### src/core_settings.svh
`ifndef CORE_SETTINGS_SVH
`define CORE_SETTINGS_SVH

// First fetch address after reset.
`define CORE_RESET_PC 32'h8000_0000

// Memory depths in 32-bit words.
`define CORE_IMEM_WORDS 256
`define CORE_DMEM_WORDS 256

// Register and data path width.
`define CORE_XLEN 32

`endif
### src/reg_file.sv
`timescale 1ns/1ps
`include "core_settings.svh"

module reg_file (
    input  logic                    clk,
    input  logic                    rst_n,
    input  logic [4:0]              rs1,
    input  logic [4:0]              rs2,
    input  logic [4:0]              rd,
    input  logic [`CORE_XLEN-1:0]   rd_value,
    input  logic                    we,
    output logic [`CORE_XLEN-1:0]   rs1_value,
    output logic [`CORE_XLEN-1:0]   rs2_value
);

    logic [`CORE_XLEN-1:0] regs [32];

    always_ff @(posedge clk) begin
        if (!rst_n) begin
            for (int i = 0; i < 32; i++) begin
                regs[i] <= '0;
            end
        end else if (we && (rd != 5'd0)) begin
            regs[rd] <= rd_value;
        end
    end

    // x0 always reads as zero.
    assign rs1_value = (rs1 == 5'd0) ? '0 : regs[rs1];
    assign rs2_value = (rs2 == 5'd0) ? '0 : regs[rs2];

endmodule

### config.mk
export PLATFORM = sky130hd
export DESIGN_NAME = reg_file
export DESIGN_NICKNAME = d
export VERILOG_FILES = /design/src/reg_file.sv
export VERILOG_INCLUDE_DIRS = /design/src /design/src/src
export SDC_FILE = /design/constraint.sdc
export NUM_CORES = 2
export LEC_CHECK = 0
export BUFFER_PORTS_ARGS = -buffer_cell sky130_fd_sc_hd__buf_2
export CORE_UTILIZATION = 60
export DETAILED_ROUTE_END_ITERATION = 12
export PLACE_DENSITY = 0.78
export SYNTH_ARGS = -nofsm -noshare
export SYNTH_HDL_FRONTEND = slang
export SYNTH_SLANG_ARGS = --single-unit
### constraint.sdc
create_clock -name clk -period 6.3 [get_ports clk]
set_clock_uncertainty 0.2 [all_clocks]
set_input_delay 0.315 -clock clk [delete_from_list [all_inputs] [get_ports clk]]
set_output_delay 0.315 -clock clk [all_outputs]
set_load 0.02 [all_outputs]
Word level (Yosys, flattened, before mapping)
Memories as Yosys holds them, arrays and structs flattened.
Cells that the tools add are included.
Operators by class
  muxes and demuxes: 9
  reductions and logical operators: 5
Operator list (number)
  32-bit 2-to-1 mux: 3
  32-bit OR reduction: 1
  5-bit zero test: 2
  1-bit 2-to-1 mux: 5
  5-bit 2-to-1 mux: 1
  5-bit nonzero test: 1
  1-bit logical AND: 1
Storage, ports and cells
  bits in registers: 0
  bits in writable memories: 1024
  bits of input ports: 50
  memories kept: 1
Memory list
  regs: depth 32, width 32, read ports 2, clocked after memory_dff 0, write ports 32, RTL line reg_file.sv:16  | logic [`CORE_XLEN-1:0] regs [32];

Longest topological paths before layout
  word-level depth: 7
  gate-level depth with buffers: 9
  depth with buffers taken out: 4

Worst setup path before layout
No wires, ideal clock.
  path type: input-to-reg
  start point: input port rst_n
  end point: memory regs[24][0] in the netlist's numbering (enable)
  setup time: 0.466 ns
  arrival time: 3.385 ns
  required time: 5.634 ns
  setup slack: 2.249 ns
  cell stages on the path: 5
  buffers on the path: 2
  cell sequence: buf_2 nand2_1 or3_1 clkbuf_1 o21ai_0
RTL lines
  from (decl): RTL line reg_file.sv:6  | input logic rst_n,
  to (decl): RTL line reg_file.sv:16

Final worst setup path
  start point: input port rs2[0]
  end point: output port rs2_value[7]
Between the ends
  cells in the longest elaborated chain, start to end: 2
  elaborated cells on any way between the ends: 3
RTL lines
  from (decl): RTL line reg_file.sv:8  | input logic [4:0] rs2,
  memory 32 x 32 bit or 5-bit zero test (tied branches)
  32-bit 2-to-1 mux (*): RTL line reg_file.sv:30  | assign rs2_value = (rs2 == 5'd0) ? '0 : regs[rs2];
  to (decl): RTL line reg_file.sv:13  | output logic [`CORE_XLEN-1:0] rs2_value
Every way passes the cells marked *; elsewhere a longest branch is shown, timed or not.

==> results.json <==
{
  "irDropWorstVdd_uv": 275,
  "maxCapViolCount": 1,
  "hold_start": "rd_value[26]",
  "grt_pass1_vias": 36300,
  "synth_top_area_cell": "edfxtp_1",
  "synth_top_area_share_pct": 56.7,
  "routedWlPerCell_um": 37.5,
  "largest-register": "regs",
  "largest_register_ffs": 1024,
  "fp.dieH_um": 303,
  "place.gp.congestion": 0.902,
  "clock_path_buffers": 3,
  "cts_buffers": 104,
  "arrival_ns": 3.99,
  "worstMarginPinSlew_ns": 1.45,
  "drc": 0,
  "synthArstFlopShare_pct": 0,
  "die_area_sq_um": 91500,
  "fin_crit_sh_pct": 71.6,
  "die_w_um": 303,
  "cts_setup_buffers": 0,
  "drt-pass1-iter-count": 5,
  "root_buffer": "clkbuf_16",
  "cts_tree": "yes",
  "grt_max_degree": 98,
  "drt-total-wl_mm": 178,
  "p_int_mw": 12.2,
  "violations": "max-capacitance violations",
  "worstPathMaxFanout": 74,
  "initial_core_util_pct": 61.0,
  "endpoint_kind": "output pin",
  "whs_path_depth": 2,
  "timing.slew.headroom_pct": 1.14,
  "worstSetupPathType": "input port to output pin",
  "fmax_mhz": 222,
  "slowest_delay_ns": 1.12,
  "path_clk_slew_ns": 0.07,
  "coreArea_sq_um": 88900,
  "comb_power_share_pct": 12.4,
  "ios": 114,
  "pwr-share-seq_pct": 49.5,
  "num_rows": 109,
  "holdPathEnd": "regs[14][26]$_SDFFCE_PN0P_",
  "htree_levels": 3,
  "leakage_nw": 20.4,
  "grt_pass1_wl_mm": 252,
  "port_buffers": 113,
  "synth_ff_type": "edfxtp_1",
  "ys_ff_latch": 1024,
  "maxSlewViolCount": 0,
  "pwr-share-clk_pct": 38.1,
  "crit_path_start_kind": "input port",
  "cp.required_ns": 5.78,
  "syn2layout_area_growth_pct": 9.60,
  "crit_path_top_delay_cell": "a2111oi_0",
  "crit_path_cell_trace": "buf_8 -> buf_4 -> mux4_2 -> a22o_1 -> a2111oi_0 -> nor3_1 -> buf_2",
  "antenna_found_initial": 14,
  "drive_above_1_share_pct": 26.7,
  "final-setup-viol-count": 0,
  "fin_worst_hold_slack_ns": 0.0422,
  "fin_setup_tns_ns": 0,
  "power.switching_mw": 4.10,
  "ys_seq_area_share_pct": 56.7,
  "grt_use_total_pct": 39.3,
  "cts_resized": 0,
  "cts.hold.buffers_added": 1,
  "yosysWarnings": 0,
  "synth_cells": 3509,
  "vias_per_cell": 7.50,
  "synth_area_sq_um": 54200,
  "overflow": 0,
  "synthDistinctLibCells": 41,
  "layout.nets": 3542,
  "powerDensity_nw_per_um2": 275,
  "hp-class": "input port to flip-flop",
  "status": "complete, but fails checks",
  "rsz0062_at_grt": "false",
  "hpwl_mm": 103,
  "period_needed_ns": 4.51,
  "fillCellCount": 5870,
  "num_vias": 35600,
  "synth_area_leaders": "edfxtp_1 57%, mux4_2 20%, and2_1 11%",
  "top_regs": "regs (1024)",
  "syn_avg_cell_area_sq_um": 15.4,
  "switching_share_pct": 25.1,
  "synth_edf_count": 1024,
  "clock-sinks": 1024,
  "hold_viol": 0,
  "ant_nets": 0,
  "first_iter_violations": 5899
}
## how the worst max path moves through the flow
stage	from	slack [ns]	cells past startpoint	endpoint
final	rs2[0]	1.79	7	rs2_value[7]
after floorplan	rst_n	2.25	5	regs[24][0]$_SDFFCE_PN0P_
after CTS	rs2[0]	1.98	7	rs2_value[31]
after global placement	rs2[0]	2.01	7	rs2_value[31]
after detailed placement	rs2[0]	2.06	7	rs2_value[7]
after global routing	rs2[0]	1.72	7	rs2_value[31]
## stage by stage
| step | util [%] | total power, mW | setup slack, ns | instances | cell area [sq um] |
|---|---|---|---|---|---|
| after floorplan | - | 9.42 | 2.25 | 3540 | 54300 |
| after global placement | 63.0 | 10.1 | 2.01 | 4549 | 56000 |
| after detailed placement | 63.0 | 10.2 | 2.06 | 4549 | 56000 |
| final | 66.8 | 16.3 | 1.79 | 4748 | 59400 |
| after global routing | 66.8 | 16.6 | 1.72 | 4739 | 59400 |
| after CTS | 66.8 | 16.2 | 1.98 | 4737 | 59400 |
## power groups by stage
stage	sequential (mW)	combinational, mW	clock, mW
after detailed placement	8.22	1.96	0
after CTS	8.08	1.97	6.20
after global routing	8.12	2.06	6.46
final	8.09	2.02	6.22
after floorplan	8.14	1.28	0
after global placement	8.17	1.93	0
## Yosys cell counts, types with 9 or more instances
cell type / n
o22ai_1: 79
buf_6: 19
mux4_2: 470
a2111oi_0: 17
a2111oi_1: 12
edfxtp_1: 1024
nor3_1: 54
nor2_1: 36
clkbuf_1: 275
mux2_2: 30
o21ai_0: 33
nand2_1: 9
mux2i_1: 154
a21oi_1: 10
a22oi_1: 18
buf_2: 49
a22o_1: 51
buf_4: 37
o221ai_1: 27
nor2b_1: 15
a211oi_1: 34
and2_1: 996
## layout by cell type (no fill, tap or decap), types with 9 or more instances in the layout
cell type,netlist,final
a21oi_1,10,10
a22oi_1,18,18
a211oi_1,34,34
clkinv_1,0,21
mux2i_1,154,154
o22ai_1,79,79
clkbuf_1,275,21
bufinv_16,0,13
buf_4,37,114
clkbuf_16,0,104
nor2_2,0,32
a2111oi_1,12,12
o221ai_1,27,27
a2111oi_0,17,17
buf_2,49,107
nor2b_1,15,13
mux2_2,30,30
o21ai_4,0,31
nand2_1,9,9
diode_2,0,10
edfxtp_1,1024,1024
and2_1,996,995
nor3_1,54,54
mux4_2,470,470
conb_1,1,32
clkinv_2,0,18
a22o_1,51,51
## critical path: cells and delay by family
| kind | cells | cell delay [ns] |
|---|---|---|
| AOI/OAI and AO/OA | 2 | 1.37 |
| buffers and inverters | 3 | 1.52 |
| muxes | 1 | 0.58 |
| and+or+nand+nor | 1 | 0.18 |
## kinds of logic after synthesis
logic type | share of synthesized area (%)
AO/OA/AOI/OAI | 3.96
buffers and inverters | 3.33
flip-flops | 56.7
multiplexers | 23.0
other | 0.00692
AND/OR/NAND/NOR | 13.0
## routing by layer
layer / GRT usage, % / up-vias / wire length [um] / share of wire [%]
met2: 59.4 / 3348 / 81200 / 46
met5: 0 / - / 53 / 0.030
met4: 26.2 / 8 / 13500 / 7.6
li1: - / 13600 / - / -
met3: 12.0 / 744 / 26500 / 15
met1: 49.4 / 17900 / 56900 / 32
## final cells by class
class                   instances  area [sq um]  share of cell area (%)
flip-flops and latches       1024         30700                    51.8
multi-input cells            2126         22200                    37.4
clock buffers                 125          2680                    4.51
repair buffers                234          1590                    2.68
well taps                    1165          1460                    2.45
clock inverters                62           659                    1.11
diodes                         10          25.0                  0.0421
inverters                       2          7.51                  0.0126
No activity file was read; power rests on OpenSTA's default activity.
