File: config.mk
export PLATFORM = sky130hd
export DESIGN_NAME = exec_unit
export DESIGN_NICKNAME = d
export VERILOG_FILES = /design/src/core_ctrl_pkg.sv /design/src/rv_isa_pkg.sv /design/src/exec_unit.sv
export VERILOG_INCLUDE_DIRS = /design/src /design/src/src
export SDC_FILE = /design/constraint.sdc
export NUM_CORES = 1
export LEC_CHECK = 0
export BUFFER_PORTS_ARGS = -buffer_cell sky130_fd_sc_hd__buf_2
export CAP_MARGIN = 10
export CORE_MARGIN = 1
export CORE_UTILIZATION = 30
export DETAILED_ROUTE_END_ITERATION = 6
export PLACE_DENSITY_LB_ADDON = 0.1
export REMOVE_ABC_BUFFERS = 1
export SLEW_MARGIN = 20
export SYNTH_ARGS = -nofsm -noshare
export SYNTH_HDL_FRONTEND = slang
export SYNTH_SLANG_ARGS = --single-unit
File: constraint.sdc
create_clock -name vclk -period 6.3
set_input_delay 0.315 -clock vclk [all_inputs]
set_output_delay 0.315 -clock vclk [all_outputs]
set_load 0.01 [all_outputs]
File: src/core_settings.svh
`ifndef CORE_SETTINGS_SVH
`define CORE_SETTINGS_SVH

// First fetch address after reset.
`define CORE_RESET_PC 32'h8000_0000

// Memory depths in 32-bit words.
`define CORE_IMEM_WORDS 256
`define CORE_DMEM_WORDS 256

// Register and data path width.
`define CORE_XLEN 32

`endif
File: src/core_ctrl_pkg.sv
package core_ctrl_pkg;

    typedef enum logic [3:0] {
        alu_add,
        alu_sub,
        alu_sll,
        alu_slt,
        alu_sltu,
        alu_xor,
        alu_srl,
        alu_sra,
        alu_or,
        alu_and,
        alu_pass_b
    } alu_op_e;

    typedef enum logic [1:0] {
        a_rs1,
        a_pc,
        a_zero
    } a_sel_e;

    typedef enum logic {
        b_rs2,
        b_imm
    } b_sel_e;

    // Decoded controls for the instruction in flight.
    typedef struct packed {
        alu_op_e     alu_op;
        a_sel_e      a_sel;
        b_sel_e      b_sel;
        logic        reg_we;
        logic        mem_re;
        logic        mem_we;
        logic [2:0]  mem_size;
        logic        branch;
        logic [2:0]  br_cond;
        logic        jump;
        logic        is_jalr;
        logic        halt;
        logic [31:0] imm;
    } ctrl_t;

    // What the instruction completing this cycle did.
    typedef struct packed {
        logic [31:0] pc;
        logic        rd_we;
        logic [4:0]  rd;
        logic [31:0] rd_value;
    } retire_t;

endpackage

File: src/rv_isa_pkg.sv
package rv_isa_pkg;

    // Major opcodes of the RV32I base set.
    typedef enum logic [6:0] {
        opc_op     = 7'b0110011,
        opc_op_imm = 7'b0010011,
        opc_load   = 7'b0000011,
        opc_store  = 7'b0100011,
        opc_branch = 7'b1100011,
        opc_jal    = 7'b1101111,
        opc_jalr   = 7'b1100111,
        opc_lui    = 7'b0110111,
        opc_auipc  = 7'b0010111,
        opc_system = 7'b1110011
    } opcode_e;

    // Access sizes, shared by loads and stores.
    localparam logic [2:0] f3_byte   = 3'b000;
    localparam logic [2:0] f3_half   = 3'b001;
    localparam logic [2:0] f3_word   = 3'b010;
    localparam logic [2:0] f3_byte_u = 3'b100;
    localparam logic [2:0] f3_half_u = 3'b101;

    // Branch conditions.
    localparam logic [2:0] f3_beq  = 3'b000;
    localparam logic [2:0] f3_bne  = 3'b001;
    localparam logic [2:0] f3_blt  = 3'b100;
    localparam logic [2:0] f3_bge  = 3'b101;
    localparam logic [2:0] f3_bltu = 3'b110;
    localparam logic [2:0] f3_bgeu = 3'b111;

    localparam logic [31:0] ebreak_word = 32'h0010_0073;

    typedef struct packed {
        logic [6:0] funct7;
        logic [4:0] rs2;
        logic [4:0] rs1;
        logic [2:0] funct3;
        logic [4:0] rd;
        logic [6:0] opcode;
    } r_fmt_t;

    typedef struct packed {
        logic [11:0] imm;
        logic [4:0]  rs1;
        logic [2:0]  funct3;
        logic [4:0]  rd;
        logic [6:0]  opcode;
    } i_fmt_t;

    typedef struct packed {
        logic [6:0] imm_hi;
        logic [4:0] rs2;
        logic [4:0] rs1;
        logic [2:0] funct3;
        logic [4:0] imm_lo;
        logic [6:0] opcode;
    } s_fmt_t;

    typedef struct packed {
        logic       imm_12;
        logic [5:0] imm_10_5;
        logic [4:0] rs2;
        logic [4:0] rs1;
        logic [2:0] funct3;
        logic [3:0] imm_4_1;
        logic       imm_11;
        logic [6:0] opcode;
    } b_fmt_t;

    typedef struct packed {
        logic [19:0] imm_31_12;
        logic [4:0]  rd;
        logic [6:0]  opcode;
    } u_fmt_t;

    typedef struct packed {
        logic       imm_20;
        logic [9:0] imm_10_1;
        logic       imm_11;
        logic [7:0] imm_19_12;
        logic [4:0] rd;
        logic [6:0] opcode;
    } j_fmt_t;

    // One instruction word, seen through each encoding format.
    typedef union packed {
        r_fmt_t r_fmt;
        i_fmt_t i_fmt;
        s_fmt_t s_fmt;
        b_fmt_t b_fmt;
        u_fmt_t u_fmt;
        j_fmt_t j_fmt;
    } inst_u;

endpackage

File: src/exec_unit.sv
`timescale 1ns/1ps
`include "core_settings.svh"

module exec_unit (
    input  core_ctrl_pkg::ctrl_t    ctrl,
    input  logic [`CORE_XLEN-1:0]   pc,
    input  logic [`CORE_XLEN-1:0]   rs1_value,
    input  logic [`CORE_XLEN-1:0]   rs2_value,
    output logic [`CORE_XLEN-1:0]   alu_result,
    output logic                    br_taken
);

    logic [`CORE_XLEN-1:0] op_a;
    logic [`CORE_XLEN-1:0] op_b;
    logic [4:0]            shamt;

    always_comb begin
        case (ctrl.a_sel)
            core_ctrl_pkg::a_pc:   op_a = pc;
            core_ctrl_pkg::a_zero: op_a = '0;
            default:               op_a = rs1_value;
        endcase
    end

    assign op_b  = (ctrl.b_sel == core_ctrl_pkg::b_imm) ? ctrl.imm : rs2_value;
    assign shamt = op_b[4:0];

    always_comb begin
        case (ctrl.alu_op)
            core_ctrl_pkg::alu_sub:    alu_result = op_a - op_b;
            core_ctrl_pkg::alu_sll:    alu_result = op_a << shamt;
            core_ctrl_pkg::alu_slt:    alu_result = {{(`CORE_XLEN-1){1'b0}},
                                                     $signed(op_a) < $signed(op_b)};
            core_ctrl_pkg::alu_sltu:   alu_result = {{(`CORE_XLEN-1){1'b0}}, op_a < op_b};
            core_ctrl_pkg::alu_xor:    alu_result = op_a ^ op_b;
            core_ctrl_pkg::alu_srl:    alu_result = op_a >> shamt;
            core_ctrl_pkg::alu_sra:    alu_result = $unsigned($signed(op_a) >>> shamt);
            core_ctrl_pkg::alu_or:     alu_result = op_a | op_b;
            core_ctrl_pkg::alu_and:    alu_result = op_a & op_b;
            core_ctrl_pkg::alu_pass_b: alu_result = op_b;
            default:                   alu_result = op_a + op_b;
        endcase
    end

    // Branch compare always works on the two register values.
    always_comb begin
        br_taken = 1'b0;
        if (ctrl.branch) begin
            case (ctrl.br_cond)
                rv_isa_pkg::f3_beq:  br_taken = (rs1_value == rs2_value);
                rv_isa_pkg::f3_bne:  br_taken = (rs1_value != rs2_value);
                rv_isa_pkg::f3_blt:  br_taken = ($signed(rs1_value) < $signed(rs2_value));
                rv_isa_pkg::f3_bge:  br_taken = ($signed(rs1_value) >= $signed(rs2_value));
                rv_isa_pkg::f3_bltu: br_taken = (rs1_value < rs2_value);
                rv_isa_pkg::f3_bgeu: br_taken = (rs1_value >= rs2_value);
                default:             br_taken = 1'b0;
            endcase
        end
    end

endmodule

# Word level (Yosys, flattened, before mapping)
# Index checks and enable logic that the tools add are counted.
[totals] reg_bits=0 inputBits=148 out_inout_bits=33
[classes] add_sub_neg=2 n_lt_le_gt_ge=6 eq_ne=19 n_shift=3 mux=5 bitwise_logic=3 n_reduce_logical=1
[ops] operator="$pmux 32 s10" count=1
[ops] operator="$lt 32x32->1" count=4
[ops] operator="$ge 32x32->1" count=2
[ops] operator="$pmux 32 s2" count=1
[ops] operator="$add 32x32->32" count=1
[ops] operator="$and 32x32->32" count=1
[ops] operator="$eq 32x32->1" count=1
[ops] operator="$mux 32" count=1
[ops] operator="$ne 32x32->1" count=1
[ops] operator="$or 32x32->32" count=1
[ops] operator="$shl 32x5->32" count=1
[ops] operator="$shr 32x5->32" count=1
[ops] operator="$sshr 32x5->32" count=1
[ops] operator="$sub 32x32->32" count=1
[ops] operator="$xor 32x32->32" count=1
[ops] operator="$eq 4x3->1 const B" count=4
[ops] operator="$eq 3x3->1 const B" count=4
[ops] operator="$eq 4x4->1 const B" count=3
[ops] operator="$eq 4x2->1 const B" count=2
[ops] operator="$pmux 1 s6" count=1
[ops] operator="$eq 4x1->1 const B" count=1
[ops] operator="$eq 3x1->1 const B" count=1
[ops] operator="$logic_not 3->1" count=1
[ops] operator="$eq 2x1->1 const B" count=1
[ops] operator="2 further kinds" count=2

# Longest topological paths before layout
# Gate-level depths: netlist of the first run.
[logic_depth] word_depth=4 mapped_depth=20

# Least setup slack after synthesis of the first run
# Ideal clock, no wire load.
[synth_timing] path_kind="input-to-output" start="in ctrl[45] (netlist name)" end="out alu_result[30]" arrival_ns=4.398 setup_slack_ns=1.587 path_stages=18 cell_sequence="buf_6 -> mux2_2 -> buf_2 -> buf_1 -> buf_1 -> ha_1 -> inv_1 -> fa_1 -> nor2_1 -> o311ai_1 -> a21oi_1 -> a31oi_1 -> o22a_1 -> o21bai_1 -> a41oi_1 -> a211oi_1 -> mux2_2 -> o22ai_1"
[synth_via] elab_chain_cells=3
[synth_lines] element="from (decl)" line="exec_unit.sv:5" rtl="input core_ctrl_pkg::ctrl_t ctrl,"
[synth_lines] element="$mux 32 (*)" line="exec_unit.sv:25" rtl="assign op_b = (ctrl.b_sel == core_ctrl_pkg::b_imm) ? ctrl.imm : rs2_value;"
[synth_lines] element="$add 32x32->32, or another cell as far along" line="exec_unit.sv:41" rtl="default: alu_result = op_a + op_b;"
[synth_lines] element="$pmux 32 s10 (*)" line="exec_unit.sv:29" rtl="case (ctrl.alu_op)"
[synth_lines] element="to (decl)" line="exec_unit.sv:9" rtl="output logic [`CORE_XLEN-1:0] alu_result,"
# Every way passes the cells marked *; elsewhere a longest branch is shown, timed or not.

# Worst setup path in the final report of the first run
# Same ends and word-level chain as after synthesis.

==> run_results.csv, run 1 <==
group,metric,value,unit
place,port_buffers,172,
timing,relSlewSlack,32.3,%
critical_path,startpoint_type,"primary input",
route,wire_per_inst,25.6,um
clocking,cts_setup_buffers,0,
yosys,synthCells,1614,
timing,finalCritPeriodShare,91.2,%
critical_path,worstPathArrival,5.43,ns
place,hpwl,43.9,mm
pwr,p_total,1.54,mW
place,gp_congestion,1.02,
finish,nClkBuffers,0,
die,core,34800,sq um
die,dieArea,36400,sq um
timing,clock.fmax,174,MHz
yosys,yosysWarnings,0,
route,first_pass_iters,5,
timing,period_minus_slack,5.75,ns
global_route,grt_pass1_wl,80.2,mm
route,drtIter0Drc,1454,
global_route,antenna_found_initial,1,
yosys,synth_area_leaders,"ha_1 (15%), a21oi_1 (7.0%), mux2i_1 (6.4%)",
route,avgViaCountPerCell,6.17,
finish,fillCellCount,3958,
critical_path,cp_data_required_time,5.98,ns
yosys,synth.distinct_cells,79,
yosys,synth_seq_area_share,0,%
place,postPlaceCellArea,11900,sq um
global_route,grt_pass1_vias,12100,
global_route,grt_remaining_overflow,0,
critical_path,crit_type,"primary input to output pin",
yosys,synthesis.area,10700,sq um
critical_path,end_kind,"output pin",
finish,seq_cells,0,
outcome,outcome,"completed",
pwr,irDropWorstVdd,42.7,uV
critical_path,cp-endpoint,"alu_result[30]",
die,start_util,30.7,%
finish,area_growth,11.6,%
yosys,avgSynthCellArea,6.62,sq um
global_route,grt_max_degree,79,
finish,final_cell_mix,"buf_2 (172), nor2_1 (162), a21oi_1 (149)",
job,cap_violations,0,
finish,final_common_cell,"buf_2",
place,dp_cells,2149,
worst_hold_path,hold_class,"primary input to output pin",
die,die_x,191,um
route,wl,55.0,mm
finish,drive_gt1_share,16.3,%
route,drc,0,
clocking,cts-resized-gates,0,
timing,timing.hold.ws,0.952,ns
finish,fin_cells,2149,
die,fp.dieH,191,um
critical_path,crit_start,"ctrl[45]",
timing,maxSlewViolCount,0,
timing,finalSetupViolCount,0,
route,via_count,13300,
finish,num-nets-final,1976,
pwr,p_leak,5.22,nW
finish,num_antenna_cells,0,
die,rows,68,
finish,regArea,0,sq um
yosys,yosysTopAreaCellShare,15.2,%
clocking,cts_hold_buf,0,
pwr,p_per_area,129,nW/um^2
route,ant_nets,0,
timing,worstMarginPinSlew,1.00,ns
die,boundaryPins,181,
finish,stdcell_area,11900,sq um
worst_hold_path,hold_depth,3,
yosys,synth_area_leader_cell,"ha_1",
timing,rsz0062_at_grt,"false",
critical_path,path_max_fanout,21,
global_route,grt_usage,29.1,%
timing,hold_viol,0,
area by class of cell:
cell class                      count  area [sq um]  share of cell area, %
Tap cell                          455           569                   4.78
Multi-Input combinational cell   1359          9740                   81.7
Inverter                          127           479                   4.02
Timing Repair Buffer              208          1130                   9.49
how the worst min path moves through the flow:
stage,start,endpoint,slack [ns]
2_1_floorplan,ctrl[36],br_taken,0.72
3_3_place_gp,ctrl[37],br_taken,0.94
3_5_place_dp,ctrl[37],br_taken,0.95
4_1_cts,ctrl[37],br_taken,0.95
5_1_grt,ctrl[37],br_taken,0.97
6_report,ctrl[36],br_taken,0.95
per-stage QoR:
step	utilization, %	setup slack (ns)	TNS [ns]
after floorplan	-	-1.12	-14.54
after global placement	34.2	0.698	0
after detailed placement	34.2	0.624	0
after CTS	34.2	0.614	0
after global routing	34.2	0.208	0
final	34.2	0.552	0
synth_stat cells, types with 8 or more instances:
cell,count
ha_1,130
nand3_1,23
a221oi_1,20
or3_1,8
buf_1,19
a21o_1,20
mux2_2,13
nor2b_1,16
a221o_1,12
a2111oi_0,10
a211o_1,12
o211ai_1,35
o2111ai_1,9
nor4_1,13
nand2_1,124
a21oi_1,149
nand4_1,13
xnor2_1,9
nand2b_1,18
clkbuf_1,90
a22o_1,29
o22ai_1,28
a211oi_1,39
mux2i_1,68
and2_1,36
inv_1,122
o21ai_0,117
nor3_1,44
o31ai_1,13
a31oi_1,14
buf_2,15
mux4_2,26
o21bai_1,15
nor2_1,162
a22oi_1,18
o221ai_1,14
critical path: stages:
cell and delay, ns:
buf_2 0.30, buf_4 0.36, buf_4 0.33, mux2i_1 0.42
inv_1 0.08, ha_1 0.55, inv_1 0.17, nor4b_1 0.87
nand2_1 0.12, o22a_1 0.28, o21bai_1 0.37, a41oi_1 0.28
a211oi_1 0.32, mux2_2 0.36, o22ai_1 0.12, buf_2 0.16
power by group:
| part | switching [mW] | leakage (nW) | internal (mW) |
|---|---|---|---|
| Sequential | 0 | 0 | 0 |
| Clock | 0 | 0 | 0 |
| Combinational | 0.995 | 5.22 | 0.542 |
| Total | 0.995 | 5.22 | 0.542 |
layer usage:
layer / track usage [%] / wire (um) / vias up
met5: 0 / 0 / -
li1: - / - / 6214
met1: 42.6 / 25900 / 6431
met3: 1.99 / 3560 / 41
met2: 46.8 / 24600 / 564
met4: 4.92 / 930 / 0
kinds of logic (layout without fill, tap and decap cells):
kind of cell    after synthesis  count (layout)  synth area share, %
simple gates                491             491                 21.8
buf+inv                     255             335                 9.44
compound gates              616             616                 38.6
fa+ha+maj                   132             132                 15.6
mux                         110             110                 13.8
xor+xnor                     10              10                0.820
Power figures use the tool's default switching activity.
==> run 2, diff against run 1 <==
ABC_AREA = 1   (was default)
==> run_results.csv, run 2 <==
group,metric,value,unit
timing,relSlewSlack,24.9,%
critical_path,path_buf_inv,5,
critical_path,cp_slowest_cell,"o21ai_0",
finish,area_growth,10.0,%
critical_path,cp_slowest_stage_delay,0.48,ns
finish,num-nets-final,2689,
timing,hold_viol,0,
yosys,synthMostInstantiatedCell,"nand2_1",
pwr,irDropWorstVdd,42.0,uV
die,fp.dieH,198,um
timing,clock.fmax,211,MHz
route,ant_nets,0,
timing,maxSlewViolCount,0,
critical_path,end_kind,"output pin",
die,boundaryPins,181,
pwr,p_total,1.84,mW
clocking,cts_setup_buffers,0,
route,wire_per_inst,21.0,um
worst_hold_path,hold_start,"ctrl[38]",
critical_path,critical_path.most_common_cell,"nand2_1",
clocking,cts-resized-gates,0,
yosys,avgSynthCellArea,4.99,sq um
yosys,synth_area_leader_cell,"nand2_1",
place,port_buffers,172,
yosys,synthesis.area,11600,sq um
die,dieArea,39300,sq um
outcome,outcome,"complete, but fails checks",
timing,worstMarginPinSlew,1.12,ns
global_route,grt_usage,30.6,%
global_route,grt_pass1_wl,90.1,mm
finish,final_cell_mix,"nand2_1 (721), nand3_1 (389), inv_1 (297)",
yosys,synth_area_leaders,"nand2_1 (23%), nand3_1 (17%), ha_1 (14%)",
timing,timing.hold.ws,0.922,ns
job,cap_violations,0,
yosys,yosysTopAreaCellShare,23.4,%
place,hpwl,50.7,mm
finish,seq_cells,0,
timing,finalCritPeriodShare,75.2,%
pwr,p_leak,6.99,nW
critical_path,crit_chain,"buf_2 -> ha_1 -> buf_4 -> inv_4 -> o21ai_2 -> ha_1 -> fa_1 -> inv_1 -> nand2_1 -> o21ai_0 -> nand2_1 -> nand2_1 -> nand2_1 -> nand2_1 -> nand2_1 -> nand2_1 -> nand2_1 -> nand3_1 -> nand2_1 -> nand3b_1 -> buf_2",
critical_path,path_max_fanout,39,
critical_path,startpoint_type,"primary input",
finish,final_common_cell,"nand2_1",
clocking,cts_hold_buf,0,
timing,period_minus_slack,4.73,ns
die,rows,71,
global_route,grt_max_degree,79,
route,wl,61.3,mm
route,drc,7,
critical_path,worstPathArrival,4.42,ns
critical_path,crit_start,"ctrl[46]",
critical_path,crit_type,"primary input to output pin",
finish,drive_gt1_share,10.1,%
critical_path,critPathTopFamily,"simple AND/OR/NAND/NOR gates",
finish,regArea,0,sq um
route,avgViaCountPerCell,5.39,
critical_path,cp_data_required_time,5.98,ns
global_route,grt_pass1_vias,14500,
yosys,synthCells,2316,
outcome,violations,"DRC",
die,start_util,30.6,%
route,via_count,15700,
yosys,synth_seq_area_share,0,%
yosys,yosysWarnings,0,
route,first_pass_iters,7,
die,core,37800,sq um
route,drtIter0Drc,1644,
finish,nClkBuffers,0,
timing,rsz0062_at_grt,"false",
place,gp_congestion,0.948,
die,die_x,198,um
worst_hold_path,hold_class,"primary input to output pin",
pwr,p_per_area,144,nW/um^2
global_route,antenna_found_initial,3,
timing,fin_setup_tns,0,ns
yosys,synth.distinct_cells,45,
timing,finalSetupViolCount,0,
global_route,grt_remaining_overflow,0,
yosys,synth_common_cells,"nand2_1 (721), nand3_1 (389), inv_1 (297)",
[run 2: where the power goes]
| part | internal (mW) | switching [mW] | total (mW) |
|---|---|---|---|
| Clock | 0.0000000214 | 0 | 0.0000000214 |
| Combinational | 0.526 | 1.31 | 1.84 |
| Sequential | 0 | 0 | 0 |
| Total | 0.526 | 1.31 | 1.84 |
[run 2: layout make-up]
type,count,area (sq um)
Antenna cell,1,2.50
Tap cell,511,639
Fill cell,4547,25000
Multi-Input combinational cell,1901,9870
Inverter,312,1170
Timing Repair Buffer,194,1030
[run 2: through the flow]
| stage | area (sq um) | setup slack (ns) | cells | util [%] |
|---|---|---|---|---|
| 2_1_floorplan | 11000 | 0.846 | 2213 | - |
| 3_3_place_gp | 12700 | 1.63 | 2918 | 33.7 |
| 3_5_place_dp | 12700 | 1.64 | 2918 | 33.7 |
| 4_1_cts | 12700 | 1.62 | 2918 | 33.7 |
| 5_1_grt | 12700 | 1.26 | 2919 | 33.7 |
| 6_report | 12700 | 1.57 | 2919 | 33.7 |
[run 2: path summary, 6_finish.rpt]
| path | to | slack (ns) | cells past startpoint |
|---|---|---|---|
| max | alu_result[22] | 1.57 | 21 |
| min | br_taken | 0.92 | 4 |
[run 2: kinds of logic after synthesis]
group,Yosys count,synth area share [%]
AO/OA/AOI/OAI,408,20.6
multiplexers,1,0.0866
adder cells (fa/ha/maj),132,14.4
XOR/XNOR,7,0.531
AND/OR/NAND/NOR,1353,49.6
buffers and inverters,415,14.7
[run 2: routing by layer]
| layer | track usage (%) | wire length [um] |
|---|---|---|
| met4 | 12.2 | 2770 |
| met3 | 2.90 | 4700 |
| met2 | 48.8 | 26500 |
| met1 | 42.0 | 27300 |
| met5 | 0 | 0 |
