===== src/core_settings.svh =====
`ifndef CORE_SETTINGS_SVH
`define CORE_SETTINGS_SVH

// First fetch address after reset.
`define CORE_RESET_PC 32'h8000_0000

// Memory depths in 32-bit words.
`define CORE_IMEM_WORDS 256
`define CORE_DMEM_WORDS 256

// Register and data path width.
`define CORE_XLEN 32

`endif

===== src/core_ctrl_pkg.sv =====
package core_ctrl_pkg;

    typedef enum logic [3:0] {
        alu_add,
        alu_sub,
        alu_sll,
        alu_slt,
        alu_sltu,
        alu_xor,
        alu_srl,
        alu_sra,
        alu_or,
        alu_and,
        alu_pass_b
    } alu_op_e;

    typedef enum logic [1:0] {
        a_rs1,
        a_pc,
        a_zero
    } a_sel_e;

    typedef enum logic {
        b_rs2,
        b_imm
    } b_sel_e;

    // Decoded controls for the instruction in flight.
    typedef struct packed {
        alu_op_e     alu_op;
        a_sel_e      a_sel;
        b_sel_e      b_sel;
        logic        reg_we;
        logic        mem_re;
        logic        mem_we;
        logic [2:0]  mem_size;
        logic        branch;
        logic [2:0]  br_cond;
        logic        jump;
        logic        is_jalr;
        logic        halt;
        logic [31:0] imm;
    } ctrl_t;

    // What the instruction completing this cycle did.
    typedef struct packed {
        logic [31:0] pc;
        logic        rd_we;
        logic [4:0]  rd;
        logic [31:0] rd_value;
    } retire_t;

endpackage


===== src/rv_isa_pkg.sv =====
package rv_isa_pkg;

    // Major opcodes of the RV32I base set.
    typedef enum logic [6:0] {
        opc_op     = 7'b0110011,
        opc_op_imm = 7'b0010011,
        opc_load   = 7'b0000011,
        opc_store  = 7'b0100011,
        opc_branch = 7'b1100011,
        opc_jal    = 7'b1101111,
        opc_jalr   = 7'b1100111,
        opc_lui    = 7'b0110111,
        opc_auipc  = 7'b0010111,
        opc_system = 7'b1110011
    } opcode_e;

    // Access sizes, shared by loads and stores.
    localparam logic [2:0] f3_byte   = 3'b000;
    localparam logic [2:0] f3_half   = 3'b001;
    localparam logic [2:0] f3_word   = 3'b010;
    localparam logic [2:0] f3_byte_u = 3'b100;
    localparam logic [2:0] f3_half_u = 3'b101;

    // Branch conditions.
    localparam logic [2:0] f3_beq  = 3'b000;
    localparam logic [2:0] f3_bne  = 3'b001;
    localparam logic [2:0] f3_blt  = 3'b100;
    localparam logic [2:0] f3_bge  = 3'b101;
    localparam logic [2:0] f3_bltu = 3'b110;
    localparam logic [2:0] f3_bgeu = 3'b111;

    localparam logic [31:0] ebreak_word = 32'h0010_0073;

    typedef struct packed {
        logic [6:0] funct7;
        logic [4:0] rs2;
        logic [4:0] rs1;
        logic [2:0] funct3;
        logic [4:0] rd;
        logic [6:0] opcode;
    } r_fmt_t;

    typedef struct packed {
        logic [11:0] imm;
        logic [4:0]  rs1;
        logic [2:0]  funct3;
        logic [4:0]  rd;
        logic [6:0]  opcode;
    } i_fmt_t;

    typedef struct packed {
        logic [6:0] imm_hi;
        logic [4:0] rs2;
        logic [4:0] rs1;
        logic [2:0] funct3;
        logic [4:0] imm_lo;
        logic [6:0] opcode;
    } s_fmt_t;

    typedef struct packed {
        logic       imm_12;
        logic [5:0] imm_10_5;
        logic [4:0] rs2;
        logic [4:0] rs1;
        logic [2:0] funct3;
        logic [3:0] imm_4_1;
        logic       imm_11;
        logic [6:0] opcode;
    } b_fmt_t;

    typedef struct packed {
        logic [19:0] imm_31_12;
        logic [4:0]  rd;
        logic [6:0]  opcode;
    } u_fmt_t;

    typedef struct packed {
        logic       imm_20;
        logic [9:0] imm_10_1;
        logic       imm_11;
        logic [7:0] imm_19_12;
        logic [4:0] rd;
        logic [6:0] opcode;
    } j_fmt_t;

    // One instruction word, seen through each encoding format.
    typedef union packed {
        r_fmt_t r_fmt;
        i_fmt_t i_fmt;
        s_fmt_t s_fmt;
        b_fmt_t b_fmt;
        u_fmt_t u_fmt;
        j_fmt_t j_fmt;
    } inst_u;

endpackage


===== src/inst_decoder.sv =====
`timescale 1ns/1ps

module inst_decoder (
    input  rv_isa_pkg::inst_u     inst,
    output logic [4:0]            rs1,
    output logic [4:0]            rs2,
    output logic [4:0]            rd,
    output core_ctrl_pkg::ctrl_t  ctrl
);

    logic [6:0]  opcode;
    logic [2:0]  funct3;
    logic        alt;
    logic [31:0] imm_i;
    logic [31:0] imm_s;
    logic [31:0] imm_b;
    logic [31:0] imm_u;
    logic [31:0] imm_j;

    function automatic core_ctrl_pkg::alu_op_e alu_fn(input logic [2:0] f3, input logic alt_op);
        core_ctrl_pkg::alu_op_e op;
        case (f3)
            3'b000:  op = alt_op ? core_ctrl_pkg::alu_sub : core_ctrl_pkg::alu_add;
            3'b001:  op = core_ctrl_pkg::alu_sll;
            3'b010:  op = core_ctrl_pkg::alu_slt;
            3'b011:  op = core_ctrl_pkg::alu_sltu;
            3'b100:  op = core_ctrl_pkg::alu_xor;
            3'b101:  op = alt_op ? core_ctrl_pkg::alu_sra : core_ctrl_pkg::alu_srl;
            3'b110:  op = core_ctrl_pkg::alu_or;
            default: op = core_ctrl_pkg::alu_and;
        endcase
        return op;
    endfunction

    assign opcode = inst.r_fmt.opcode;
    assign funct3 = inst.r_fmt.funct3;
    assign alt    = inst.r_fmt.funct7[5];
    assign rs1    = inst.r_fmt.rs1;
    assign rs2    = inst.r_fmt.rs2;
    assign rd     = inst.r_fmt.rd;

    assign imm_i = {{20{inst.i_fmt.imm[11]}}, inst.i_fmt.imm};
    assign imm_s = {{20{inst.s_fmt.imm_hi[6]}}, inst.s_fmt.imm_hi, inst.s_fmt.imm_lo};
    assign imm_b = {{19{inst.b_fmt.imm_12}}, inst.b_fmt.imm_12, inst.b_fmt.imm_11,
                    inst.b_fmt.imm_10_5, inst.b_fmt.imm_4_1, 1'b0};
    assign imm_u = {inst.u_fmt.imm_31_12, 12'b0};
    assign imm_j = {{11{inst.j_fmt.imm_20}}, inst.j_fmt.imm_20, inst.j_fmt.imm_19_12,
                    inst.j_fmt.imm_11, inst.j_fmt.imm_10_1, 1'b0};

    always_comb begin
        // Anything not listed below is a no-op.
        ctrl          = '0;
        ctrl.mem_size = funct3;
        ctrl.br_cond  = funct3;
        case (opcode)
            rv_isa_pkg::opc_op: begin
                ctrl.reg_we = 1'b1;
                ctrl.alu_op = alu_fn(funct3, alt);
            end
            rv_isa_pkg::opc_op_imm: begin
                // Only srai uses the alternate encoding here.
                ctrl.reg_we = 1'b1;
                ctrl.b_sel  = core_ctrl_pkg::b_imm;
                ctrl.imm    = imm_i;
                ctrl.alu_op = alu_fn(funct3, alt && (funct3 == 3'b101));
            end
            rv_isa_pkg::opc_load: begin
                ctrl.reg_we = 1'b1;
                ctrl.mem_re = 1'b1;
                ctrl.b_sel  = core_ctrl_pkg::b_imm;
                ctrl.imm    = imm_i;
            end
            rv_isa_pkg::opc_store: begin
                ctrl.mem_we = 1'b1;
                ctrl.b_sel  = core_ctrl_pkg::b_imm;
                ctrl.imm    = imm_s;
            end
            rv_isa_pkg::opc_branch: begin
                ctrl.branch = 1'b1;
                ctrl.imm    = imm_b;
            end
            rv_isa_pkg::opc_jal: begin
                ctrl.reg_we = 1'b1;
                ctrl.jump   = 1'b1;
                ctrl.a_sel  = core_ctrl_pkg::a_pc;
                ctrl.b_sel  = core_ctrl_pkg::b_imm;
                ctrl.imm    = imm_j;
            end
            rv_isa_pkg::opc_jalr: begin
                ctrl.reg_we  = 1'b1;
                ctrl.jump    = 1'b1;
                ctrl.is_jalr = 1'b1;
                ctrl.b_sel   = core_ctrl_pkg::b_imm;
                ctrl.imm     = imm_i;
            end
            rv_isa_pkg::opc_lui: begin
                ctrl.reg_we = 1'b1;
                ctrl.a_sel  = core_ctrl_pkg::a_zero;
                ctrl.b_sel  = core_ctrl_pkg::b_imm;
                ctrl.alu_op = core_ctrl_pkg::alu_pass_b;
                ctrl.imm    = imm_u;
            end
            rv_isa_pkg::opc_auipc: begin
                ctrl.reg_we = 1'b1;
                ctrl.a_sel  = core_ctrl_pkg::a_pc;
                ctrl.b_sel  = core_ctrl_pkg::b_imm;
                ctrl.imm    = imm_u;
            end
            rv_isa_pkg::opc_system: begin
                ctrl.halt = (inst == rv_isa_pkg::ebreak_word);
            end
            default: ;
        endcase
    end

endmodule


===== config.mk =====
export PLATFORM = sky130hd
export DESIGN_NAME = inst_decoder
export DESIGN_NICKNAME = d
export VERILOG_FILES = /design/src/core_settings.svh /design/src/core_ctrl_pkg.sv /design/src/rv_isa_pkg.sv /design/src/inst_decoder.sv
export SDC_FILE = /design/constraint.sdc
export NUM_CORES = 1
export LEC_CHECK = 0
export BUFFER_PORTS_ARGS = -buffer_cell sky130_fd_sc_hd__buf_2
export CAP_MARGIN = 20
export CORE_MARGIN = 4
export CORE_UTILIZATION = 39
export DETAILED_ROUTE_END_ITERATION = 7
export PLACE_DENSITY_LB_ADDON = 0.12
export SLEW_MARGIN = 5
export SYNTH_ARGS = -nofsm -noshare
export SYNTH_HDL_FRONTEND = slang
export SYNTH_SLANG_ARGS = --single-unit

===== constraint.sdc =====
create_clock -name vclk -period 1.05
set_input_delay 0.0525 -clock vclk [all_inputs]
set_output_delay 0.0525 -clock vclk [all_outputs]
set_load 0.005 [all_outputs]

* After elaboration in Yosys (flattened, before gate mapping) *
Cells that the tools add are included.

operators by class
  add/sub/neg operators = 0
  multiply operators = 0
  divide/modulo/power cells = 0
  order comparisons = 0
  equality and inequality tests = 17
  shifts and indexed selects = 0
  mux-type cells = 17
  bitwise logic cells = 0
  reduce and logical (&&, ||, !) cells = 8

operators with widths
  kind                                             number
  case mux 32 bit (5 select lines)                 1
  case mux 4 bit (7 select lines)                  2
  == test 32 x 21 -> 1 bit, second input constant  1
  == test 7 bit, second input constant             4
  == test 7 x 6 -> 1 bit, second input constant    3
  == test 7 x 5 -> 1 bit, second input constant    2
  OR reduction 7 bit                               2
  two-way mux 1 bit                                12
  case mux 4 bit (3 select lines)                  1
  == test 3 bit, second input constant             3
  == test 7 x 2 -> 1 bit, second input constant    1
  == test 3 x 2 -> 1 bit, second input constant    2
  OR reduction 2 bit                               3
  case mux 2 bit (2 select lines)                  1
  == test 3 x 1 -> 1 bit, second input constant    1
  logical NOT 3 bit                                1
  OR reduction 3 bit                               1
  logical AND 1 bit                                1

word-level totals
  bits in registers = 0
  latch bits = 0
  memory bits (writable) = 0
  memory bits (read-only) = 0
  input bits = 32
  memories = 0

* Logic depth before layout (Yosys ltp) *
Gate-level depths: netlist (run 1).

  depth after elaboration = 5
  mapped depth = 5

* Least setup slack after synthesis (run 1) *
Ideal clock, no wire load.

  path kind = input -> output
  start point = in inst[3] (netlist name)
  end point = out ctrl[0] (netlist name)
  arrival time = 0.998 ns
  slack = 0.000 ns
  cell stages on the path = 4
  path buffers = 1
  cells stage by stage = buf_6 or2_1 nor4_1 a22o_1

RTL lines
  what                line               RTL
  start: declaration  inst_decoder.sv:4  input rv_isa_pkg::inst_u inst,
  end: declaration    inst_decoder.sv:8  output core_ctrl_pkg::ctrl_t ctrl

==> results.md, run 1 <==
* Origin of the worst setup path: inst[2]
* Syn_nets at 165
* Count of pins over their slew limit at 0
* FF/Latch Area at 0 µm²
* Post-Syn Instances at 133
* PwrDens at 308 nW/µm²
* Ant. Diodes at 0
* CP max FO at 4
* Antenna Violating Nets Remaining at 0
* Period minus WS final at 1.32 ns
* Inst Count DP at 271
* Vias in the first global route at 1,560
* Port bufs at 99
* RSZ-0062 raised after global routing: yes
* Mean number of vias per cell at 5.45
* # IOs at 99
* Mapped Avg Cell Area at 7.65 µm²
* Startpoint Class: input pin
* Final Setup Violations at 43
* Warning count from the yosys run at 0
* Crit path arrival time at 1.27 ns
* Overflow after GRT at 0
* Synthesized cell area at 1020 µm²
* Tightest Pin Transition at 0.435 ns
* Rel. slew slack at 71.0%
* Leak at 1.21 nW
* Worst hold stages at 2
* Final #Nets at 288
* Hold/Removal Path Class: in2out
* Commonest cells after routing, fill and taps aside: buf_2, buf_4, a21o_1
* CORE AREA at 2480 µm²
* CP cell instances: buf_12, buf_4, or4_4, a21oi_4, a22o_1, buf_2
* First-pass GRT wire length at 6980 µm
* Share of cells above drive strength 1 at 73.6%
* Setup TNS at -7.92 ns
* Outcome: complete, but fails checks
* Largest net degree at the start of global routing at 15
* Clock buf count at 0
* Layout Area Growth over Synthesis at 105%
* Peak supply drop at 0.221 mV
* Layout Cells excl Fill at 284
* Final wirelength at 5000 µm
* Pre-antenna DRT Iters at 4
* GPL Wtd Cong at 0.921
* CP peak stage delay at 0.46 ns
* Die Y at 59.1 µm
* Cell Rows at 18
* # hold bufs at CTS at 0
* Critical path class: in2out
* CP endpoint kind: output port
* Critical-path top delay cell: or4_4
* Setup WS post-layout at -0.275 ns
* Failing checks: negative setup slack
* Seq/Total Area, Yosys at 0%
* Worst hold endpoint: rs1[3]
* Final Power at 642 µW
* Netlist cell types at 46
* Period utilization at 126%
* Vias at 1,549
* Detail Placement HPWL at 3400 µm
* Max Cap Viol at 0
* Fmax at 755 MHz
* Initial core utilization at 41.1%
* Total global-route track usage at 25.0%
* Worst Path Required at 1.00 ns
* Seq_cells at 0
* Most common cell after layout, fill and taps aside: buf_2
* Hold wc startpoint: inst[18]
* DR DRC count at 0
* Initial antenna violation count at 0
* Chip width at 59.1 µm
* Final hold violation count at 0
* Initial drt markers at 71
* DIE AREA at 3490 µm²
* Drt wl/cell at 17.6 µm
## kinds of logic (layout without fill, tap and decap cells)
group / after synthesis / count (layout) / share of synthesized area (%)
XOR/XNOR: 1 / 1 / 0.861
AND/OR/NAND/NOR: 57 / 57 / 38.3
buffers and inverters: 31 / 152 / 21.8
AO/OA/AOI/OAI: 43 / 43 / 38.1
multiplexers: 1 / 1 / 0.984
## synthesized netlist by cell type, types with 2 or more instances
library cell | number | area, µm²
o2bb2ai_1 | 2 | 17.5
nor3_1 | 4 | 20.0
nand3_1 | 3 | 15.0
o21a_1 | 2 | 15.0
a21oi_1 | 5 | 25.0
or3_1 | 2 | 12.5
buf_6 | 2 | 22.5
a21o_1 | 20 | 150
nor2b_1 | 2 | 12.5
nor2_1 | 5 | 18.8
or4_1 | 2 | 15.0
nand4b_1 | 2 | 17.5
and2_1 | 10 | 62.6
a2111oi_4 | 3 | 82.6
nand3b_1 | 2 | 15.0
nor4b_1 | 2 | 17.5
buf_2 | 3 | 15.0
nand2_1 | 2 | 7.51
nand2b_1 | 3 | 18.8
nand4_1 | 2 | 12.5
buf_4 | 23 | 173
nor4_1 | 4 | 25.0
a22o_1 | 5 | 43.8
## routing by layer
| metal | vias to the layer above | global-route usage (%) | part of all wire, % |
|---|---|---|---|
| li1 | 725 | - | - |
| met1 | 724 | 28.8 | 39 |
| met2 | 86 | 45.3 | 51 |
| met3 | 14 | 3.70 | 7.2 |
| met4 | 0 | 10.7 | 2.6 |
| met5 | - | 0 | 0 |
## worst max-delay path, delay by kind of cell
family	cells	cell delay [ns]
and+or+nand+nor	1	0.46
AOI/OAI and AO/OA	2	0.39
buffers and inverters	3	0.36
## timing repair
action,4_1_cts,5_1_grt
endpoints found under the setup margin,44,45
gates resized for setup,52,20
cloned,1,1
pin swaps,19,18
buffers inserted,10,2
## power breakdown
group / switching (mW) / internal [mW]
combinational: 0.293 / 0.349
clock: 0 / 0
sequential: 0 / 0
## how the worst max path moves through the flow
stage,to,slack (ns),cells after the start
6_report,ctrl[2],-0.27,6
4_1_cts,ctrl[15],-0.28,6
3_5_place_dp,ctrl[15],-0.34,7
2_1_floorplan,ctrl[44],0.02,4
5_1_grt,ctrl[15],-0.29,6
3_3_place_gp,ctrl[15],-0.29,7
## layout make-up
class,count,area (µm²)
fillers,160,392
inverters,1,3.75
multi-input cells,102,962
well taps,30,37.5
repair buffers,151,1080
## metrics by stage
stage          instance area [µm²]  utilization, %  worst slack (ns)  hold slack (ns)
2_1_floorplan                 1020               -            0.0163            0.186
3_3_place_gp                  1640            66.4            -0.289            0.306
3_5_place_dp                  1640            66.4            -0.336            0.306
4_1_cts                       1970            79.5            -0.281            0.306
5_1_grt                       2090            84.2            -0.295            0.330
6_report                      2090            84.2            -0.275            0.307
No activity file was read; power rests on OpenSTA's default activity.
==> run 2: changes to the inputs <==
--- a/config.mk
+++ b/config.mk
@@ -11,6 +11,7 @@
 export CORE_UTILIZATION = 39
 export DETAILED_ROUTE_END_ITERATION = 7
 export PLACE_DENSITY_LB_ADDON = 0.12
+export SKIP_LAST_GASP = 1
 export SLEW_MARGIN = 5
 export SYNTH_ARGS = -nofsm -noshare
 export SYNTH_HDL_FRONTEND = slang
==> results.md, run 2 (synthesis gave the netlist of run 1 again) <==
* Outcome: complete, but fails checks
* Failing checks: negative setup slack
* Port bufs at 99
* Ant. Diodes at 0
* Drt wl/cell at 18.9 µm
* Startpoint Class: input pin
* Final wirelength at 5480 µm
* Hold/Removal Path Class: in2out
* Overflow after GRT at 0
* Cell Rows at 18
* RSZ-0062 raised after global routing: yes
* Critical path class: in2out
* CP endpoint kind: output port
* DIE AREA at 3490 µm²
* Detail Placement HPWL at 3400 µm
* Crit path arrival time at 1.37 ns
* FF/Latch Area at 0 µm²
* Largest net degree at the start of global routing at 15
* PwrDens at 314 nW/µm²
* Layout Cells excl Fill at 289
* First-pass GRT wire length at 7050 µm
* Final hold violation count at 0
* Seq_cells at 0
* # IOs at 99
* Leak at 1.22 nW
* Commonest cells after routing, fill and taps aside: buf_2, buf_4, a21o_1
* Setup WS post-layout at -0.372 ns
* Worst Path Required at 1.00 ns
* CP max FO at 5
* Met2 usage at 48.3%
* Worst hold endpoint: rs1[3]
* Most used routing layer: met2
* Share of cells above drive strength 1 at 73.4%
* Rel. slew slack at 69.9%
* Peak supply drop at 0.231 mV
* Met3 Use GR at 3.27%
* Post-route cell area at 2100 µm²
* DP Area at 1640 µm²
* DR DRC count at 0
* Worst hold stages at 2
* Max Cap Viol at 0
* Most common cell after layout, fill and taps aside: buf_2
* # hold bufs at CTS at 0
* Clock buf count at 0
* Fmax at 703 MHz
* Layout Area Growth over Synthesis at 106%
* Initial core utilization at 41.1%
* Util after Layout at 84.6%
* Die Y at 59.1 µm
* Fillers at 161
* WHS at 0.306 ns
* Count of pins over their slew limit at 0
* Chip width at 59.1 µm
* Hold wc startpoint: inst[18]
* Period utilization at 135%
* Initial antenna violation count at 0
* Vias in the first global route at 1,520
* Grt met1 use at 29.4%
* Final #Nets at 293
* Inst Count DP at 271
* Antenna Violating Nets Remaining at 0
* GPL Wtd Cong at 0.921
* Pre-antenna DRT Iters at 4
* Period minus WS final at 1.42 ns
* CORE AREA at 2480 µm²
* Final Setup Violations at 42
* Initial drt markers at 105
* Total global-route track usage at 25.2%
* Setup TNS at -10.45 ns
* Mean number of vias per cell at 5.67
* Tightest Pin Transition at 0.452 ns
* Vias at 1,639
==> run 2: changes by cell type in the layout (fill, tap and decap cells not counted) <==
cell / change
o2bb2ai_1: +2
nand3_2: +1
buf_4: +7
nand3_4: -1
buf_6: -2
o2bb2ai_2: -2
==> run 2: layout make-up <==
class	instances	area (µm²)	area share, %
tap	30	37.5	1.79
multi-input combinational	102	942	45.0
inverter	1	3.75	0.179
timing repair buffer	156	1110	53.1
==> run 2: report_power, final <==
part	internal, mW	total [mW]	switching, mW
combinational	0.356	0.659	0.303
sequential	0	0	0
clock	0	0	0
total	0.356	0.659	0.303
==> run 2: metrics by stage <==
step           setup WS [ns]  power [mW]
2_1_floorplan         0.0163       0.242
4_1_cts               -0.281       0.577
3_3_place_gp          -0.289       0.450
3_5_place_dp          -0.336       0.463
5_1_grt               -0.400       0.696
6_report              -0.372       0.659
==> run 2: metal layers <==
layer	share of wire, %	wire (µm)	vias up
li1	-	-	729
met5	0	0	-
met4	4.0	221	0
met2	52	2860	115
met1	35	1910	774
met3	8.8	483	21
==> run 2: worst max-delay path by stage <==
stage,start,endpoint,slack [ns],cells past startpoint
global route,inst[6],ctrl[31],-0.40,7
floorplan,inst[4],ctrl[44],0.02,4
detailed placement,inst[6],ctrl[15],-0.34,7
finish,inst[6],ctrl[31],-0.37,7
global placement,inst[6],ctrl[15],-0.29,7
CTS,inst[6],ctrl[15],-0.28,6
==> run 2: worst max-delay path, cell delays in order <==
cell and delay, ns:
buf_12 0.11, buf_4 0.13, buf_6 0.11, nor2b_1 0.14, or4_1 0.57, a21oi_2 0.13, buf_2 0.12
==> run 2: repair_timing <==
item | 4_1_cts | 5_1_grt
gates cloned | 1 | 1
resized for setup | 46 | 21
buffers inserted | 10 | 7
setup endpoints to repair | 44 | 45
pin swaps | 18 | 23
==> run 3: changes to the inputs <==
==> constraint.sdc (replaced) <==
create_clock -name vclk -period 1.6
set_input_delay 0.08 -clock vclk [all_inputs]
set_output_delay 0.08 -clock vclk [all_outputs]
set_load 0.005 [all_outputs]
==> results.md, run 3 (synthesis gave the netlist of run 1 again) <==
* Final #Nets at 241
* Worst hold stages at 2
* Drt wl/cell at 14.8 µm
* Pre-CTS setup slack at 0.148 ns
* Final wirelength at 3520 µm
* Sw Ratio at 55.6%
* Total global-route track usage at 18.7%
* Detail Placement HPWL at 2950 µm
* Fmax at 690 MHz
* Initial drt markers at 38
* PostCTS Resize Cnt at 0
* Reg power frac at 0%
* Setup WS post-layout at 0.150 ns
* # IOs at 99
* Port bufs at 99
* Tightest Pin Transition at 0.504 ns
* Most common cell after layout, fill and taps aside: buf_2
* Vias at 1,268
* Overflow after GRT at 0
* Startpoint Class: input pin
* Die Y at 59.1 µm
* Seq_cells at 0
* Max Cap Viol at 0
* GPL Wtd Cong at 0.827
* Inst Count DP at 237
* Chip width at 59.1 µm
* Fillers at 251
* Peak supply drop at 0.122 mV
* Period minus WS final at 1.45 ns
* Pint at 108 µW
* # hold bufs at CTS at 0
* Origin of the worst setup path: inst[6]
* Util after Layout at 55.3%
* Pre-antenna DRT Iters at 4
* Worst Path Required at 1.52 ns
* Count of pins over their slew limit at 0
* Cell Rows at 18
* WL met3 at 254 µm
* DR DRC count at 0
* Vias in the first global route at 1,174
* Wl on met1 at 1460 µm
* RSZ-0062 raised after global routing: no
* Logic pwr share at 100.0%
* Initial antenna violation count at 0
* Share of cells above drive strength 1 at 56.5%
* Switching power at 136 µW
* Period utilization at 90.6%
* CORE AREA at 2480 µm²
* Outcome: complete, no violations
* Final Power at 244 µW
* Top Layer Used: met3
* Clk pwr share at 0%
* Crit path arrival time at 1.37 ns
* Final Setup Violations at 0
* Critical path class: in2out
* Mean number of vias per cell at 5.35
* Clock buf count at 0
* Post-CTS setup buffer count at 0
* DIE AREA at 3490 µm²
* Metal2 WL at 1800 µm
* Commonest cells after routing, fill and taps aside: buf_2, a21o_1, and2_1
* Initial core utilization at 41.1%
* Final hold violation count at 0
* First-pass GRT wire length at 5310 µm
* Layout Area Growth over Synthesis at 34.7%
* Hold wc startpoint: inst[18]
* Rel. slew slack at 66.1%
* PwrDens at 178 nW/µm²
* Ant. Diodes at 0
* Setup TNS at 0 ns
* CP max FO at 14
* Leak at 0.869 nW
* CP endpoint kind: output port
* Largest net degree at the start of global routing at 17
* Hold/Removal Path Class: in2out
* FF/Latch Area at 0 µm²
* Layout Cells excl Fill at 237
* Antenna Violating Nets Remaining at 0
## run 3: cell types whose count changed in the layout (fill, tap and decap cells not counted), sizes merged
cell | before | now
buf | 155 | 104
clkbuf | 1 | 0
## run 3: through the flow
step / hold slack, ns / area [µm²]
global placement: 0.360 / 1370
floorplan: 0.241 / 1020
finish: 0.361 / 1370
CTS: 0.363 / 1370
global route: 0.369 / 1370
detailed placement: 0.363 / 1370
## run 3: power groups by stage
stage | combinational [mW] | clock [mW] | sequential (mW)
after floorplan | 0.158 | 0 | 0
after global placement | 0.238 | 0 | 0
after detailed placement | 0.244 | 0 | 0
after CTS | 0.245 | 0 | 0
after global routing | 0.267 | 0 | 0
final | 0.244 | 0 | 0
## run 3: path summary, 6_finish.rpt
check	endpoint	slack, ns
worst min-delay path	rs1[3]	0.36
worst max-delay path	ctrl[51]	0.15
## run 3: layout make-up
cell class / count / area (µm²) / share of cell area [%]
multi-input cells: 102 / 796 / 58.1
repair buffers: 104 / 533 / 38.9
well taps: 30 / 37.5 / 2.74
inverters: 1 / 3.75 / 0.274
## run 3: layer usage
metal,vias to the layer above,track usage (%)
met3,0,0.871
met2,53,33.6
met5,-,0
met1,582,25.5
met4,0,1.29
li1,633,-
## run 3: worst max-delay path, cell delays in order
cell and delay (ns):
buf_2 0.18, or3b_1 0.50, nor2_4 0.32, o2bb2ai_1 0.16
buf_2 0.13
